<file path="config.mk">
export PLATFORM = sky130hd
export DESIGN_NAME = rv_core
export DESIGN_NICKNAME = d
export VERILOG_FILES = /design/src/rtl/rv_isa_pkg.sv /design/src/rtl/rv_core_pkg.sv /design/src/rtl/rv_decode_if.sv /design/src/rtl/rv_seq_fsm.sv /design/src/rtl/rv_pc_unit.sv /design/src/rtl/rv_decode.sv /design/src/rtl/rv_regfile.sv /design/src/rtl/rv_alu.sv /design/src/rtl/rv_core.sv
export SDC_FILE = /design/constraint.sdc
export NUM_CORES = 2
export LEC_CHECK = 0
export BUFFER_PORTS_ARGS = -buffer_cell sky130_fd_sc_hd__clkbuf_2
export CORE_AREA = 2 2 309 372
export CTS_CLUSTER_DIAMETER = 60
export DETAILED_ROUTE_END_ITERATION = 7
export DIE_AREA = 0 0 311 374
export HOLD_SLACK_MARGIN = 0.12
export PLACE_DENSITY_LB_ADDON = 0.05
export SETUP_SLACK_MARGIN = 0.15
export SLEW_MARGIN = 20
export SYNTH_ARGS = -nofsm -noshare
export SYNTH_HDL_FRONTEND = slang
export SYNTH_SLANG_ARGS = --single-unit
</file>
<file path="constraint.sdc">
create_clock -name i_clk -period 11.65 [get_ports i_clk]
set_input_delay 0.5825 -clock i_clk [delete_from_list [all_inputs] [get_ports i_clk]]
set_output_delay 0.5825 -clock i_clk [all_outputs]
set_load 0.1 [all_outputs]
</file>
<file path="src/rtl/rv_isa_pkg.sv">
`default_nettype none

package rv_isa_pkg;

    // ============================================================
    // Widths
    // ============================================================
    localparam int XLEN      = 32;
    localparam int REG_IDX_W = 5;

    // ============================================================
    // Major opcodes kept by this core
    // ============================================================
    typedef enum logic [6:0] {
        OP     = 7'b0110011,
        OP_IMM = 7'b0010011,
        LUI    = 7'b0110111,
        BRANCH = 7'b1100011,
        JAL    = 7'b1101111
    } opcode_e;

    // Register and immediate ALU ops
    localparam logic [2:0] F3_ADD_SUB = 3'b000;
    localparam logic [2:0] F3_SLT     = 3'b010;
    localparam logic [2:0] F3_XOR     = 3'b100;
    localparam logic [2:0] F3_OR      = 3'b110;
    localparam logic [2:0] F3_AND     = 3'b111;

    // Conditional branches
    localparam logic [2:0] F3_BEQ = 3'b000;
    localparam logic [2:0] F3_BNE = 3'b001;

    localparam logic [6:0] FUNCT7_SUB = 7'b0100000; // Alternate encoding, SUB only

endpackage

`default_nettype wire

</file>
<file path="src/rtl/rv_core_pkg.sv">
`default_nettype none

package rv_core_pkg;

    // Sequencer phases, one instruction at a time
    typedef enum logic [1:0] {
        FETCH   = 2'd0,
        DECODE  = 2'd1,
        EXECUTE = 2'd2
    } seq_state_e;

    typedef enum logic [2:0] {
        ALU_ADD    = 3'd0,
        ALU_SUB    = 3'd1,
        ALU_AND    = 3'd2,
        ALU_OR     = 3'd3,
        ALU_XOR    = 3'd4,
        ALU_SLT    = 3'd5,
        ALU_PASS_B = 3'd6   // LUI
    } alu_op_e;

    typedef enum logic [1:0] {
        BR_NONE = 2'd0,
        BR_EQ   = 2'd1,
        BR_NE   = 2'd2,
        BR_JAL  = 2'd3
    } branch_e;

endpackage

`default_nettype wire

</file>
<file path="src/rtl/rv_decode_if.sv">
`timescale 1ns/1ps
`default_nettype none

interface rv_decode_if;

    logic [rv_isa_pkg::REG_IDX_W-1:0] rs1;
    logic [rv_isa_pkg::REG_IDX_W-1:0] rs2;
    logic [rv_isa_pkg::REG_IDX_W-1:0] rd;
    logic [rv_isa_pkg::XLEN-1:0]      imm;    // Sign-extended, format already applied
    logic [rv_isa_pkg::XLEN-1:0]      pc;
    rv_core_pkg::alu_op_e             alu_op;
    logic                             use_imm;
    logic                             reg_write;
    rv_core_pkg::branch_e             branch;
    logic                             illegal;

    modport dec_mp
    (
        output rs1, rs2, rd, imm, pc, alu_op, use_imm, reg_write, branch, illegal
    );

    modport regs_mp
    (
        input rs1, rs2, rd, reg_write
    );

    modport exec_mp
    (
        input imm, pc, alu_op, use_imm, branch, illegal
    );

endinterface

`default_nettype wire

</file>
<file path="src/rtl/rv_seq_fsm.sv">
`timescale 1ns/1ps
`default_nettype none

module rv_seq_fsm
(
    input   wire        i_clk,
    input   wire        i_arst_n,
    input   wire        i_instr_ack,
    output  logic       o_instr_req,
    output  logic       o_capture,
    output  logic       o_execute
);

    rv_core_pkg::seq_state_e state, state_next;
    logic                    fetch_done;

    assign fetch_done = (state == rv_core_pkg::FETCH) && o_instr_req && i_instr_ack;

    always_comb
    begin
        state_next = state;
        case (state)
            rv_core_pkg::FETCH:
            begin
                if (fetch_done)
                    state_next = rv_core_pkg::DECODE;
            end
            rv_core_pkg::DECODE:  state_next = rv_core_pkg::EXECUTE;
            rv_core_pkg::EXECUTE: state_next = rv_core_pkg::FETCH;
            default:              state_next = rv_core_pkg::FETCH;
        endcase
    end

    // Request is registered so it stays low through reset
    always_ff @(posedge i_clk or negedge i_arst_n)
    begin
        if (!i_arst_n)
        begin
            state       <= rv_core_pkg::FETCH;
            o_instr_req <= 1'b0;
        end
        else
        begin
            state       <= state_next;
            o_instr_req <= (state_next == rv_core_pkg::FETCH);
        end
    end

    assign o_capture = fetch_done;                      // Ack cycle
    assign o_execute = (state == rv_core_pkg::EXECUTE);

endmodule

`default_nettype wire

</file>
<file path="src/rtl/rv_pc_unit.sv">
`timescale 1ns/1ps
`default_nettype none

module rv_pc_unit
#(
    parameter   logic [rv_isa_pkg::XLEN-1:0] RESET_ADDR = 32'h0000_0000
)
(
    input   wire                            i_clk,
    input   wire                            i_arst_n,
    input   wire                            i_execute,
    input   wire                            i_taken,
    input   wire[rv_isa_pkg::XLEN-1:0]      i_target,
    output  logic[rv_isa_pkg::XLEN-1:0]     o_pc
);

    logic [rv_isa_pkg::XLEN-1:0] pc_next;

    assign pc_next = i_taken ? i_target : (o_pc + 32'd4);

    // Holds through fetch and decode, moves once per instruction
    always_ff @(posedge i_clk or negedge i_arst_n)
    begin
        if (!i_arst_n)
            o_pc <= RESET_ADDR;
        else if (i_execute)
            o_pc <= pc_next;
    end

endmodule

`default_nettype wire

</file>
<file path="src/rtl/rv_decode.sv">
`timescale 1ns/1ps
`default_nettype none

module rv_decode
(
    input   wire                            i_clk,
    input   wire                            i_arst_n,
    input   wire                            i_capture,
    input   wire[rv_isa_pkg::XLEN-1:0]      i_instr,
    input   wire[rv_isa_pkg::XLEN-1:0]      i_pc,
    rv_decode_if.dec_mp                     dec
);

    localparam logic [rv_isa_pkg::XLEN-1:0] NOP_WORD = 32'h0000_0013; // addi x0, x0, 0

    logic [rv_isa_pkg::XLEN-1:0] instr_q;
    logic [rv_isa_pkg::XLEN-1:0] pc_q;
    logic [6:0]                  opcode;
    logic [2:0]                  funct3;
    logic [6:0]                  funct7;
    logic [rv_isa_pkg::XLEN-1:0] imm_i, imm_u, imm_b, imm_j;
    logic                        bad;

    always_ff @(posedge i_clk or negedge i_arst_n)
    begin
        if (!i_arst_n)
        begin
            instr_q <= NOP_WORD;
            pc_q    <= '0;
        end
        else if (i_capture)
        begin
            instr_q <= i_instr;
            pc_q    <= i_pc;
        end
    end

    // ============================================================
    // Field split and immediates
    // ============================================================
    assign opcode = instr_q[6:0];
    assign funct3 = instr_q[14:12];
    assign funct7 = instr_q[31:25];

    assign imm_i = {{20{instr_q[31]}}, instr_q[31:20]};
    assign imm_u = {instr_q[31:12], 12'b0};
    assign imm_b = {{19{instr_q[31]}}, instr_q[31], instr_q[7], instr_q[30:25],
                    instr_q[11:8], 1'b0};
    assign imm_j = {{11{instr_q[31]}}, instr_q[31], instr_q[19:12], instr_q[20],
                    instr_q[30:21], 1'b0};

    assign dec.rs1 = instr_q[19:15];
    assign dec.rs2 = instr_q[24:20];
    assign dec.rd  = instr_q[11:7];
    assign dec.pc  = pc_q;

    // ============================================================
    // Control decode
    // ============================================================
    always_comb
    begin
        dec.imm       = imm_i;
        dec.alu_op    = rv_core_pkg::ALU_ADD;
        dec.use_imm   = 1'b0;
        dec.reg_write = 1'b0;
        dec.branch    = rv_core_pkg::BR_NONE;
        bad           = 1'b0;

        case (opcode)
            rv_isa_pkg::OP:
            begin
                dec.reg_write = 1'b1;
                if (funct7 == 7'b0)
                begin
                    case (funct3)
                        rv_isa_pkg::F3_ADD_SUB: dec.alu_op = rv_core_pkg::ALU_ADD;
                        rv_isa_pkg::F3_SLT:     dec.alu_op = rv_core_pkg::ALU_SLT;
                        rv_isa_pkg::F3_XOR:     dec.alu_op = rv_core_pkg::ALU_XOR;
                        rv_isa_pkg::F3_OR:      dec.alu_op = rv_core_pkg::ALU_OR;
                        rv_isa_pkg::F3_AND:     dec.alu_op = rv_core_pkg::ALU_AND;
                        default:                bad = 1'b1; // Shifts, SLTU
                    endcase
                end
                else if (funct7 == rv_isa_pkg::FUNCT7_SUB && funct3 == rv_isa_pkg::F3_ADD_SUB)
                    dec.alu_op = rv_core_pkg::ALU_SUB;
                else
                    bad = 1'b1;
            end
            rv_isa_pkg::OP_IMM:
            begin
                dec.reg_write = 1'b1;
                dec.use_imm   = 1'b1;
                case (funct3)
                    rv_isa_pkg::F3_ADD_SUB: dec.alu_op = rv_core_pkg::ALU_ADD;
                    rv_isa_pkg::F3_SLT:     dec.alu_op = rv_core_pkg::ALU_SLT;
                    rv_isa_pkg::F3_XOR:     dec.alu_op = rv_core_pkg::ALU_XOR;
                    rv_isa_pkg::F3_OR:      dec.alu_op = rv_core_pkg::ALU_OR;
                    rv_isa_pkg::F3_AND:     dec.alu_op = rv_core_pkg::ALU_AND;
                    default:                bad = 1'b1;
                endcase
            end
            rv_isa_pkg::LUI:
            begin
                dec.imm       = imm_u;
                dec.alu_op    = rv_core_pkg::ALU_PASS_B;
                dec.use_imm   = 1'b1;
                dec.reg_write = 1'b1;
            end
            rv_isa_pkg::BRANCH:
            begin
                dec.imm = imm_b;
                if (funct3 == rv_isa_pkg::F3_BEQ)
                    dec.branch = rv_core_pkg::BR_EQ;
                else if (funct3 == rv_isa_pkg::F3_BNE)
                    dec.branch = rv_core_pkg::BR_NE;
                else
                    bad = 1'b1;
            end
            rv_isa_pkg::JAL:
            begin
                dec.imm       = imm_j;
                dec.reg_write = 1'b1; // Link value comes from the ALU
                dec.branch    = rv_core_pkg::BR_JAL;
            end
            default: bad = 1'b1;
        endcase

        // Unsupported word retires as a no-op
        if (bad)
        begin
            dec.reg_write = 1'b0;
            dec.branch    = rv_core_pkg::BR_NONE;
        end
        dec.illegal = bad;
    end

endmodule

`default_nettype wire

</file>
<file path="src/rtl/rv_regfile.sv">
`timescale 1ns/1ps
`default_nettype none

module rv_regfile
(
    input   wire                                i_clk,
    input   wire                                i_arst_n,
    input   wire                                i_execute,
    input   wire[rv_isa_pkg::XLEN-1:0]          i_wdata,
    rv_decode_if.regs_mp                        regs,
    output  logic[rv_isa_pkg::XLEN-1:0]         o_rdata1,
    output  logic[rv_isa_pkg::XLEN-1:0]         o_rdata2,
    output  logic                               o_wb_valid,
    output  logic[rv_isa_pkg::REG_IDX_W-1:0]    o_wb_rd,
    output  logic[rv_isa_pkg::XLEN-1:0]         o_wb_data
);

    logic [rv_isa_pkg::XLEN-1:0] gpr [1:31];   // x0 has no storage
    logic                        wr_en;

    assign wr_en = i_execute && regs.reg_write && (regs.rd != '0);

    always_ff @(posedge i_clk or negedge i_arst_n)
    begin
        if (!i_arst_n)
        begin
            for (int i = 1; i < 32; i++)
                gpr[i] <= '0;
        end
        else if (wr_en)
            gpr[regs.rd] <= i_wdata;
    end

    assign o_rdata1 = (regs.rs1 == '0) ? '0 : gpr[regs.rs1];
    assign o_rdata2 = (regs.rs2 == '0) ? '0 : gpr[regs.rs2];

    // Trace of every register write
    assign o_wb_valid = wr_en;
    assign o_wb_rd    = regs.rd;
    assign o_wb_data  = i_wdata;

endmodule

`default_nettype wire

</file>
<file path="src/rtl/rv_alu.sv">
`timescale 1ns/1ps
`default_nettype none

module rv_alu
(
    input   wire[rv_isa_pkg::XLEN-1:0]      i_rdata1,
    input   wire[rv_isa_pkg::XLEN-1:0]      i_rdata2,
    rv_decode_if.exec_mp                    exec,
    output  logic[rv_isa_pkg::XLEN-1:0]     o_result,
    output  logic                           o_taken,
    output  logic[rv_isa_pkg::XLEN-1:0]     o_target
);

    logic [rv_isa_pkg::XLEN-1:0] op_b;
    logic [rv_isa_pkg::XLEN-1:0] link;
    logic [rv_isa_pkg::XLEN-1:0] arith;
    logic                        cond;

    assign op_b = exec.use_imm ? exec.imm : i_rdata2;
    assign link = exec.pc + 32'd4;

    always_comb
    begin
        case (exec.alu_op)
            rv_core_pkg::ALU_ADD:    arith = i_rdata1 + op_b;
            rv_core_pkg::ALU_SUB:    arith = i_rdata1 - op_b;
            rv_core_pkg::ALU_AND:    arith = i_rdata1 & op_b;
            rv_core_pkg::ALU_OR:     arith = i_rdata1 | op_b;
            rv_core_pkg::ALU_XOR:    arith = i_rdata1 ^ op_b;
            rv_core_pkg::ALU_SLT:    arith = {31'b0, $signed(i_rdata1) < $signed(op_b)};
            rv_core_pkg::ALU_PASS_B: arith = op_b;
            default:                 arith = '0;
        endcase
    end

    // ============================================================
    // Control flow
    // ============================================================
    always_comb
    begin
        case (exec.branch)
            rv_core_pkg::BR_EQ:  cond = (i_rdata1 == i_rdata2);
            rv_core_pkg::BR_NE:  cond = (i_rdata1 != i_rdata2);
            rv_core_pkg::BR_JAL: cond = 1'b1;
            default:             cond = 1'b0;
        endcase
    end

    assign o_result = (exec.branch == rv_core_pkg::BR_JAL) ? link : arith;
    assign o_taken  = cond && !exec.illegal;    // Illegal words never redirect
    assign o_target = exec.pc + exec.imm;

endmodule

`default_nettype wire

</file>
<file path="src/rtl/rv_core.sv">
`timescale 1ns/1ps
`default_nettype none

module rv_core
#(
    parameter   logic [rv_isa_pkg::XLEN-1:0] RESET_ADDR = 32'h0000_0000
)
(
    input   wire                                i_clk,
    input   wire                                i_arst_n,
    // Instruction bus
    output  logic                               o_instr_req,
    output  logic[rv_isa_pkg::XLEN-1:0]         o_instr_addr,
    input   wire                                i_instr_ack,
    input   wire[rv_isa_pkg::XLEN-1:0]          i_instr_data,
    // Write-back trace
    output  logic                               o_wb_valid,
    output  logic[rv_isa_pkg::REG_IDX_W-1:0]    o_wb_rd,
    output  logic[rv_isa_pkg::XLEN-1:0]         o_wb_data,
    output  logic                               o_illegal
);

    logic                        capture;
    logic                        execute;
    logic [rv_isa_pkg::XLEN-1:0] pc;
    logic [rv_isa_pkg::XLEN-1:0] rdata1, rdata2;
    logic [rv_isa_pkg::XLEN-1:0] alu_result;
    logic                        taken;
    logic [rv_isa_pkg::XLEN-1:0] target;

    rv_decode_if dec_bus ();

    rv_seq_fsm
    u_seq
    (
        .i_clk                          (i_clk),
        .i_arst_n                       (i_arst_n),
        .i_instr_ack                    (i_instr_ack),
        .o_instr_req                    (o_instr_req),
        .o_capture                      (capture),
        .o_execute                      (execute)
    );

    rv_pc_unit
    #(
        .RESET_ADDR                     (RESET_ADDR)
    )
    u_pc
    (
        .i_clk                          (i_clk),
        .i_arst_n                       (i_arst_n),
        .i_execute                      (execute),
        .i_taken                        (taken),
        .i_target                       (target),
        .o_pc                           (pc)
    );

    assign o_instr_addr = pc;

    rv_decode
    u_decode
    (
        .i_clk                          (i_clk),
        .i_arst_n                       (i_arst_n),
        .i_capture                      (capture),
        .i_instr                        (i_instr_data),
        .i_pc                           (pc),
        .dec                            (dec_bus.dec_mp)
    );

    rv_regfile
    u_regs
    (
        .i_clk                          (i_clk),
        .i_arst_n                       (i_arst_n),
        .i_execute                      (execute),
        .i_wdata                        (alu_result),
        .regs                           (dec_bus.regs_mp),
        .o_rdata1                       (rdata1),
        .o_rdata2                       (rdata2),
        .o_wb_valid                     (o_wb_valid),
        .o_wb_rd                        (o_wb_rd),
        .o_wb_data                      (o_wb_data)
    );

    rv_alu
    u_alu
    (
        .i_rdata1                       (rdata1),
        .i_rdata2                       (rdata2),
        .exec                           (dec_bus.exec_mp),
        .o_result                       (alu_result),
        .o_taken                        (taken),
        .o_target                       (target)
    );

    assign o_illegal = dec_bus.illegal & execute;   // One pulse per bad word

endmodule

`default_nettype wire

</file>
Yosys cells after proc, flatten, opt, wreduce, memory -nomap -nowiden
Index checks and enable logic that the tools add are counted. Widths: inputs -> output; s select.

Reduce and logical (&&, ||, !) cells: 20. $add $sub $neg: 5. Equal/unequal tests: 24. Muxes and demuxes: 36. Bitwise gates (word level): 7. $lt $le $gt $ge: 5.

Operator list (number): $bwmux 992 (1); $bmux 32 s5 (2); $mux 32 (10); $pmux 32 s7 (1); $demux 32 s5 (1); $pmux 31 s3 (1); $add 32x3->32 const B (2); $add 32x32->32 (2); $and 32x32->32 (1); $eq 32x32->1 (1); $lt 32x32->1 (1); $ne 32x32->1 (1); $or 32x32->32 (1); $sub 32x32->32 (1); $xor 32x32->32 (1); $eq 7x6->1 const B (3); $eq 3x3->1 const B (6); $ge 6x6->1 const B (3); $not 5->6 (3); $eq 7x7->1 const B (2); $pmux 3 s4 (1); $logic_not 5->1 (2); $eq 3x2->1 const B (3); $mux 1 (9); other kinds (21) (38).

Word-level logic and storage cells: 133. Bits in registers: 1091.

Logic depth before layout (Yosys ltp)
Depth in word-level cells: 10. Gate-level depth with buffers: 26. Gate-level depth less buffers: 20.

Cells and area by module
From an unflattened synthesis, not the netlist that was laid out.

Cell total of the unflattened synthesis: 5387. Area total of the unflattened synthesis: 67836.3 sq um.

Modules (own cells, without submodules): rv_regfile (instances 1, area each 53780.3 sq um, cells an instance 3618, seq. area each 24823.8 sq um); rv_alu (instances 1, area each 8789.7 sq um, cells an instance 1276, seq. area each 0.0 sq um); rv_decode (instances 1, area each 3055.4 sq um, cells an instance 233, seq. area each 1605.3 sq um); rv_pc_unit (instances 1, area each 2090.8 sq um, cells an instance 249, seq. area each 800.8 sq um); rv_seq_fsm (instances 1, area each 113.9 sq um, cells an instance 10, seq. area each 75.1 sq um); rv_core (instances 1, area each 6.3 sq um, cells an instance 1, seq. area each 0.0 sq um).

Least setup slack after synthesis
OpenSTA, ideal clock, no wires.

Kind: flip-flop to output port. From: reg u_decode.instr_q[5] (netlist name). To: out o_wb_data[29] (netlist name). Arrival time: 7230 ps. Cell stages (with the launch flop): 22. Slack: 3837 ps. Data required time: 11068 ps. Cell sequence: dfrtp_1 > clkbuf_1 > nand3b_1 > nor3_1 > clkbuf_1 > clkbuf_1 > buf_1 > nor2_1 > a21o_1 > o21a_1 > ha_1 > a21o_1 > a21oi_1 > nor2_1 > or3_1 > a221o_1 > o41a_1 > a221o_1 > a31oi_1 > a21o_1 > o21ai_1 > a21boi_0.

Word-level cells in the longest chain between the ends: 7. Elaborated cells on any way between the ends: 29. Classes of those cells: add/sub (2); eq/ne (12); mux (9); bitwise (3); reduce/logical (3).

RTL lines: start, declared (line rv_decode.sv:16) `logic [rv_isa_pkg::XLEN-1:0] instr_q;`; start signal, assigned (line rv_decode.sv:33) `instr_q <= i_instr;`; $eq 7x6->1 or $eq 7x5->1 (tied branches) (line rv_decode.sv:69) `case (opcode)`; $reduce_or 2->1 (no source line); $mux 1 (line rv_decode.sv:69); $mux 32 (line rv_alu.sv:19) `assign op_b = exec.use_imm ? exec.imm : i_rdata2;`; $sub 32x32->32, or another cell as far along (line rv_alu.sv:26) `rv_core_pkg::ALU_SUB: arith = i_rdata1 - op_b;`; $pmux 32 s7 (line rv_alu.sv:24) `case (exec.alu_op)`; $mux 32 (*) (line rv_alu.sv:49) `assign o_result = (exec.branch == rv_core_pkg::BR_JAL) ? link : arith;`; end, declared (line rv_core.sv:19) `output logic[rv_isa_pkg::XLEN-1:0] o_wb_data,`.

Every way passes the cells marked *; elsewhere a longest branch is shown, timed or not.

Worst setup path in the final report
From: reg u_decode.instr_q[17] (netlist name). To: out o_wb_data[29] (netlist name).

Word-level cells in the longest chain between the ends: 8. Elaborated cells on any way between the ends: 15. Classes of those cells: add/sub (2); mux (8); bitwise (4); reduce/logical (1).

RTL lines: $not 5->6 (implied by the code) (line rv_regfile.sv:34) `assign o_rdata1 = (regs.rs1 == '0) ? '0 : gpr[regs.rs1];`; $bmux 32 s5 (line rv_regfile.sv:34); $mux 32 (implied by the code) (2 in a row) (line rv_regfile.sv:34); $mux 32 (line rv_regfile.sv:34); $sub 32x32->32, or another cell as far along (line rv_alu.sv:26); $pmux 32 s7 (*) (line rv_alu.sv:24); $mux 32 (*) (line rv_alu.sv:49).

Every way passes the cells marked *; elsewhere a longest branch is shown, timed or not. The select of a mux whose other input is x is not followed.

==> run summary <==
The number of nets in the synthesized netlist is 6,220. The all-layer global routing usage is 43.3%. The final critical delay including setup and external delays is 9830 ps.

The net total in the final layout came out at 6,110. The initial utilization of the core area, before any placement, comes to 59.7%. The area of the die is 0.116 mm^2. The post-cts resize count is 0. The number of vias per cell is 7.19. The clock tree synthesis step divided the H-tree into 3 levels. The number of enable-type register cells in the synthesized netlist came out at 0.

The number of setup violations in the final report is 0. The min-delay analysis places its worst path in the category in -> reg. After synthesis, flip-flops and latches occupy 40.7% of the total area.

The final cycle utilization of the critical path came out at 84.4%. The pin count of the biggest net entering global routing is 180. The count of pins on the block boundary is 107. Setup repair after global routing left no endpoint under its margin. For this run, the leading register cell type out of synthesis is sky130_fd_sc_hd__dfrtp_1. The first routing iteration left 7,429 violations. For this run, the detailed router's first-pass iteration total came to 8. The final RePlAce weighted congestion is 1.06. The summed negative setup slack over all endpoints came out at 0 ps. The later-pin clock latency in the skew report came out at 760 ps. The number of flip-flops and latches in the synthesized netlist came out at 1,091. The maximum clock rate came out at 0.102 GHz. The signal on the critical path passes through buf_4 > nor2b_1 > nand2_1 > o22a_1 > nand3_1 > inv_1 > ha_1 > o21ai_0 > a21oi_1 > o21ai_0 > nand2_1 > a21oi_1 > a21o_1 > a311oi_1 > o32ai_4 > inv_2 > a21boi_0 > clkbuf_2.

The worst pin sits at a relative slew slack of 16.3%. Of all flip-flops after synthesis, the portion carrying an async set or reset was 100%. The clock slew seen by the registers of the worst setup and hold paths came out at 70 ps.

The first-pass GRT wire length is 370,000 um. The final number of hold-violating endpoints is 0. The number of synthesis warnings is 0. The maximum buffer depth of the clock tree is 3. In this run the core area contains 135 standard-cell rows. The number of global-route vias before repair came out at 53,300.

After global routing the overflow that remains totals 0. Of all nets on the critical path, the largest fanout is 30. The count of unique library cells instantiated by Yosys is 100. For this block, the routed nets add up to 254,000 um of wire.

The TritonCTS sink count is 1,091. The number of port buffers is 106. The count of unresolved DRC violations after routing is 0. TritonCTS created 115 clock buffers.

The required time of the critical path is 11,070 ps. The number of cells produced by synthesis is 6,048. After filler insertion, the fill cell instance count of the layout stands at 9,036.

The delay of the slowest cell on the worst path is 990 ps. The wire length per cell came out at 33.7 um. The cell sitting at the root of the clock tree is a sky130_fd_sc_hd__clkbuf_16.

The die outline height came out at 374 um. The worst-case clock skew came out at 34.4 ps. The synthesis-to-finish area growth is 8.81%. The number of max-cap violations came out at 0. The flow ran to the end, and the final reports show no timing, DRC or antenna violations. On the critical path the largest part of the delay comes from compound AO/OA/AOI/OAI gates. The average cell area after synthesis came out at 11.1 um^2.

The endpoint class of the critical path is an output port. The width of the die came out at 311 um. The cell area after synthesis is 0.0671 mm^2.

The half-perimeter wire length after detailed placement is 163,000 um. The type of element launching the critical path is a register. The number of antenna violations at the first check in global routing came out at 6. The routed via count came out at 54,200.

The final count of pins violating max slew came out at 0. The largest individual stage delay along the critical path comes from the cell sky130_fd_sc_hd__nand2_1. The slew at the pin closest to its max-slew limit came out at 1260 ps.

The share of layout cells above drive strength 1 is 30.3%. The post-route antenna net violation count came out at 0. TritonCTS built the clock tree. The core region is 0.112 mm^2.

The data arrival time of the critical path came out at 9250 ps. The number of buffers and inverters on the critical path is 4. The worst setup path is of the reg -> out kind.
-- synth_stat cells (24+ instances only) --
master                     count  share of area [%]
sky130_fd_sc_hd__dfrtp_1    1088                 41
sky130_fd_sc_hd__mux2_2      924                 16
sky130_fd_sc_hd__nand2_1     620                3.5
sky130_fd_sc_hd__o21ai_0     353                2.6
sky130_fd_sc_hd__clkbuf_1    351                2.0
sky130_fd_sc_hd__mux4_2      299                 10
sky130_fd_sc_hd__nor2_1      260                1.5
sky130_fd_sc_hd__a21oi_1     206                1.5
sky130_fd_sc_hd__mux2i_1     202                3.0
sky130_fd_sc_hd__o22ai_1     141                1.3
sky130_fd_sc_hd__ha_1        134                2.5
sky130_fd_sc_hd__inv_1       128               0.72
sky130_fd_sc_hd__nor3_1       88               0.66
sky130_fd_sc_hd__o31ai_1      73               0.82
sky130_fd_sc_hd__a221oi_1     72               0.94
sky130_fd_sc_hd__buf_2        70               0.52
sky130_fd_sc_hd__nand3_1      70               0.52
sky130_fd_sc_hd__o211ai_1     55               0.62
sky130_fd_sc_hd__a31oi_1      54               0.50
sky130_fd_sc_hd__buf_4        53               0.59
sky130_fd_sc_hd__xnor2_1      50               0.65
sky130_fd_sc_hd__nor4_1       49               0.46
sky130_fd_sc_hd__buf_6        46               0.77
sky130_fd_sc_hd__o21a_1       40               0.45
sky130_fd_sc_hd__xor2_1       40               0.52
sky130_fd_sc_hd__a21o_1       34               0.38
sky130_fd_sc_hd__a22oi_1      34               0.38
sky130_fd_sc_hd__and3_1       33               0.31
sky130_fd_sc_hd__a211oi_1     30               0.34
sky130_fd_sc_hd__nand4_1      27               0.25
sky130_fd_sc_hd__nor2b_1      27               0.25
sky130_fd_sc_hd__a221o_1      24               0.36
-- logic make-up after synthesis --
kind of cell               synth area share (%)
AOI/OAI and AO/OA                          12.8
xor gates and xnor gates                   1.17
adders and majority gates                  2.59
buffers and inverters                      4.93
DFF                                        40.7
muxes                                      28.8
and+or+nand+nor                            9.00
-- worst register-to-register path: cells and delay by family (launching register included) --
family	cells	cell delay [ps]
DFF	1	920
AOI/OAI and AO/OA	10	3420
buffers and inverters	5	1600
adders and majority gates	2	690
and+or+nand+nor	6	1370
muxes	1	220
-- what timing repair did --
item                      4_1_cts  5_1_grt
buffers inserted                0        0
hold buffers                   31        0
hold endpoints to repair      115        0
-- path summary, 6_finish.rpt --
path / from / to / slack [ps] / depth (start not counted)
setup / recovery: u_decode.instr_q[17]$_DFFE_PN0P_ / o_wb_data[29] / 1820 / 18
hold / removal: i_instr_data[23] / u_decode.instr_q[23]$_DFFE_PN0P_ / 180 / 2
setup reg to reg: u_decode.instr_q[24]$_DFFE_PN0P_ / u_regs.gpr[542]$_DFFE_PN0P_ / 3350 / 24
hold reg to reg: u_regs.gpr[4]$_DFFE_PN0P_ / u_regs.gpr[4]$_DFFE_PN0P_ / 490 / 2
max in group asynchronous: i_arst_n / u_decode.instr_q[20]$_DFFE_PN0P_ / 8790 / 4
min in group asynchronous: i_arst_n / u_decode.dec.pc[13]$_DFFE_PN0P_ / 420 / 2
-- layout by cell type, fill, tap and decap left out, types with 27 or more instances in the layout --
cell type	instances
sky130_fd_sc_hd__a221oi_1	71
sky130_fd_sc_hd__xor2_1	40
sky130_fd_sc_hd__o22ai_1	140
sky130_fd_sc_hd__ha_1	134
sky130_fd_sc_hd__nand3_1	69
sky130_fd_sc_hd__nor2_1	244
sky130_fd_sc_hd__xnor2_1	50
sky130_fd_sc_hd__o211ai_1	55
sky130_fd_sc_hd__nor4_1	49
sky130_fd_sc_hd__o21a_1	39
sky130_fd_sc_hd__and3_1	33
sky130_fd_sc_hd__mux4_2	299
sky130_fd_sc_hd__nand4_1	27
sky130_fd_sc_hd__nand2_1	606
sky130_fd_sc_hd__clkbuf_2	105
sky130_fd_sc_hd__o21ai_0	349
sky130_fd_sc_hd__inv_1	128
sky130_fd_sc_hd__mux2_2	924
sky130_fd_sc_hd__clkbuf_16	115
sky130_fd_sc_hd__a21oi_1	199
sky130_fd_sc_hd__buf_4	168
sky130_fd_sc_hd__a21o_1	34
sky130_fd_sc_hd__a31oi_1	50
sky130_fd_sc_hd__o31ai_1	73
sky130_fd_sc_hd__clkbuf_8	30
sky130_fd_sc_hd__a22oi_1	32
sky130_fd_sc_hd__a211oi_1	29
sky130_fd_sc_hd__dfrtp_1	1081
sky130_fd_sc_hd__nor3_1	83
sky130_fd_sc_hd__dlygate4sd3_1	31
sky130_fd_sc_hd__mux2i_1	202
-- through the flow --
step | cell area (um^2) | worst slack (ps) | instances | utilization [%] | hold WS, ps
3_5_place_dp | 68600 | 2860 | 7297 | 61.0 | 481
2_1_floorplan | 67100 | 3840 | 6048 | - | 287
3_3_place_gp | 68600 | 2870 | 7297 | 61.0 | 473
5_1_grt | 73000 | 1680 | 7542 | 64.9 | 166
4_1_cts | 73000 | 2020 | 7542 | 64.9 | 136
6_report | 73000 | 1820 | 7543 | 64.9 | 180
-- layout make-up --
class                   instances  area, um^2  share of cell area [%]
clock inverters                45         691                   0.946
well taps                    1507        1890                    2.58
inverters                     133         499                   0.684
clock buffers                 169        3380                    4.63
diodes                          1        2.50                 0.00343
flip-flops and latches       1091       27300                    37.4
repair buffers                316        2330                    3.19
multi-input cells            4281       36900                    50.5
-- per-layer routing --
layer,GRT usage (%),wire (um),up-vias
met1,55.9,94600,27600
met4,29.3,20000,8
li1,-,-,22400
met2,64.7,112000,3284
met5,0.413,92,-
met3,10.6,27100,933
-- flip-flops by register name (all words and copies together) (netlist names) --
name and count:
u_pc.o_pc 32, u_decode.dec.pc 32, u_regs.gpr 992, u_decode.instr_q 32, u_seq.state 2, u_seq.o_instr_req 1
Power is not shown: default switching activity piles up to over one toggle a cycle in this logic, so the estimate is an artifact.
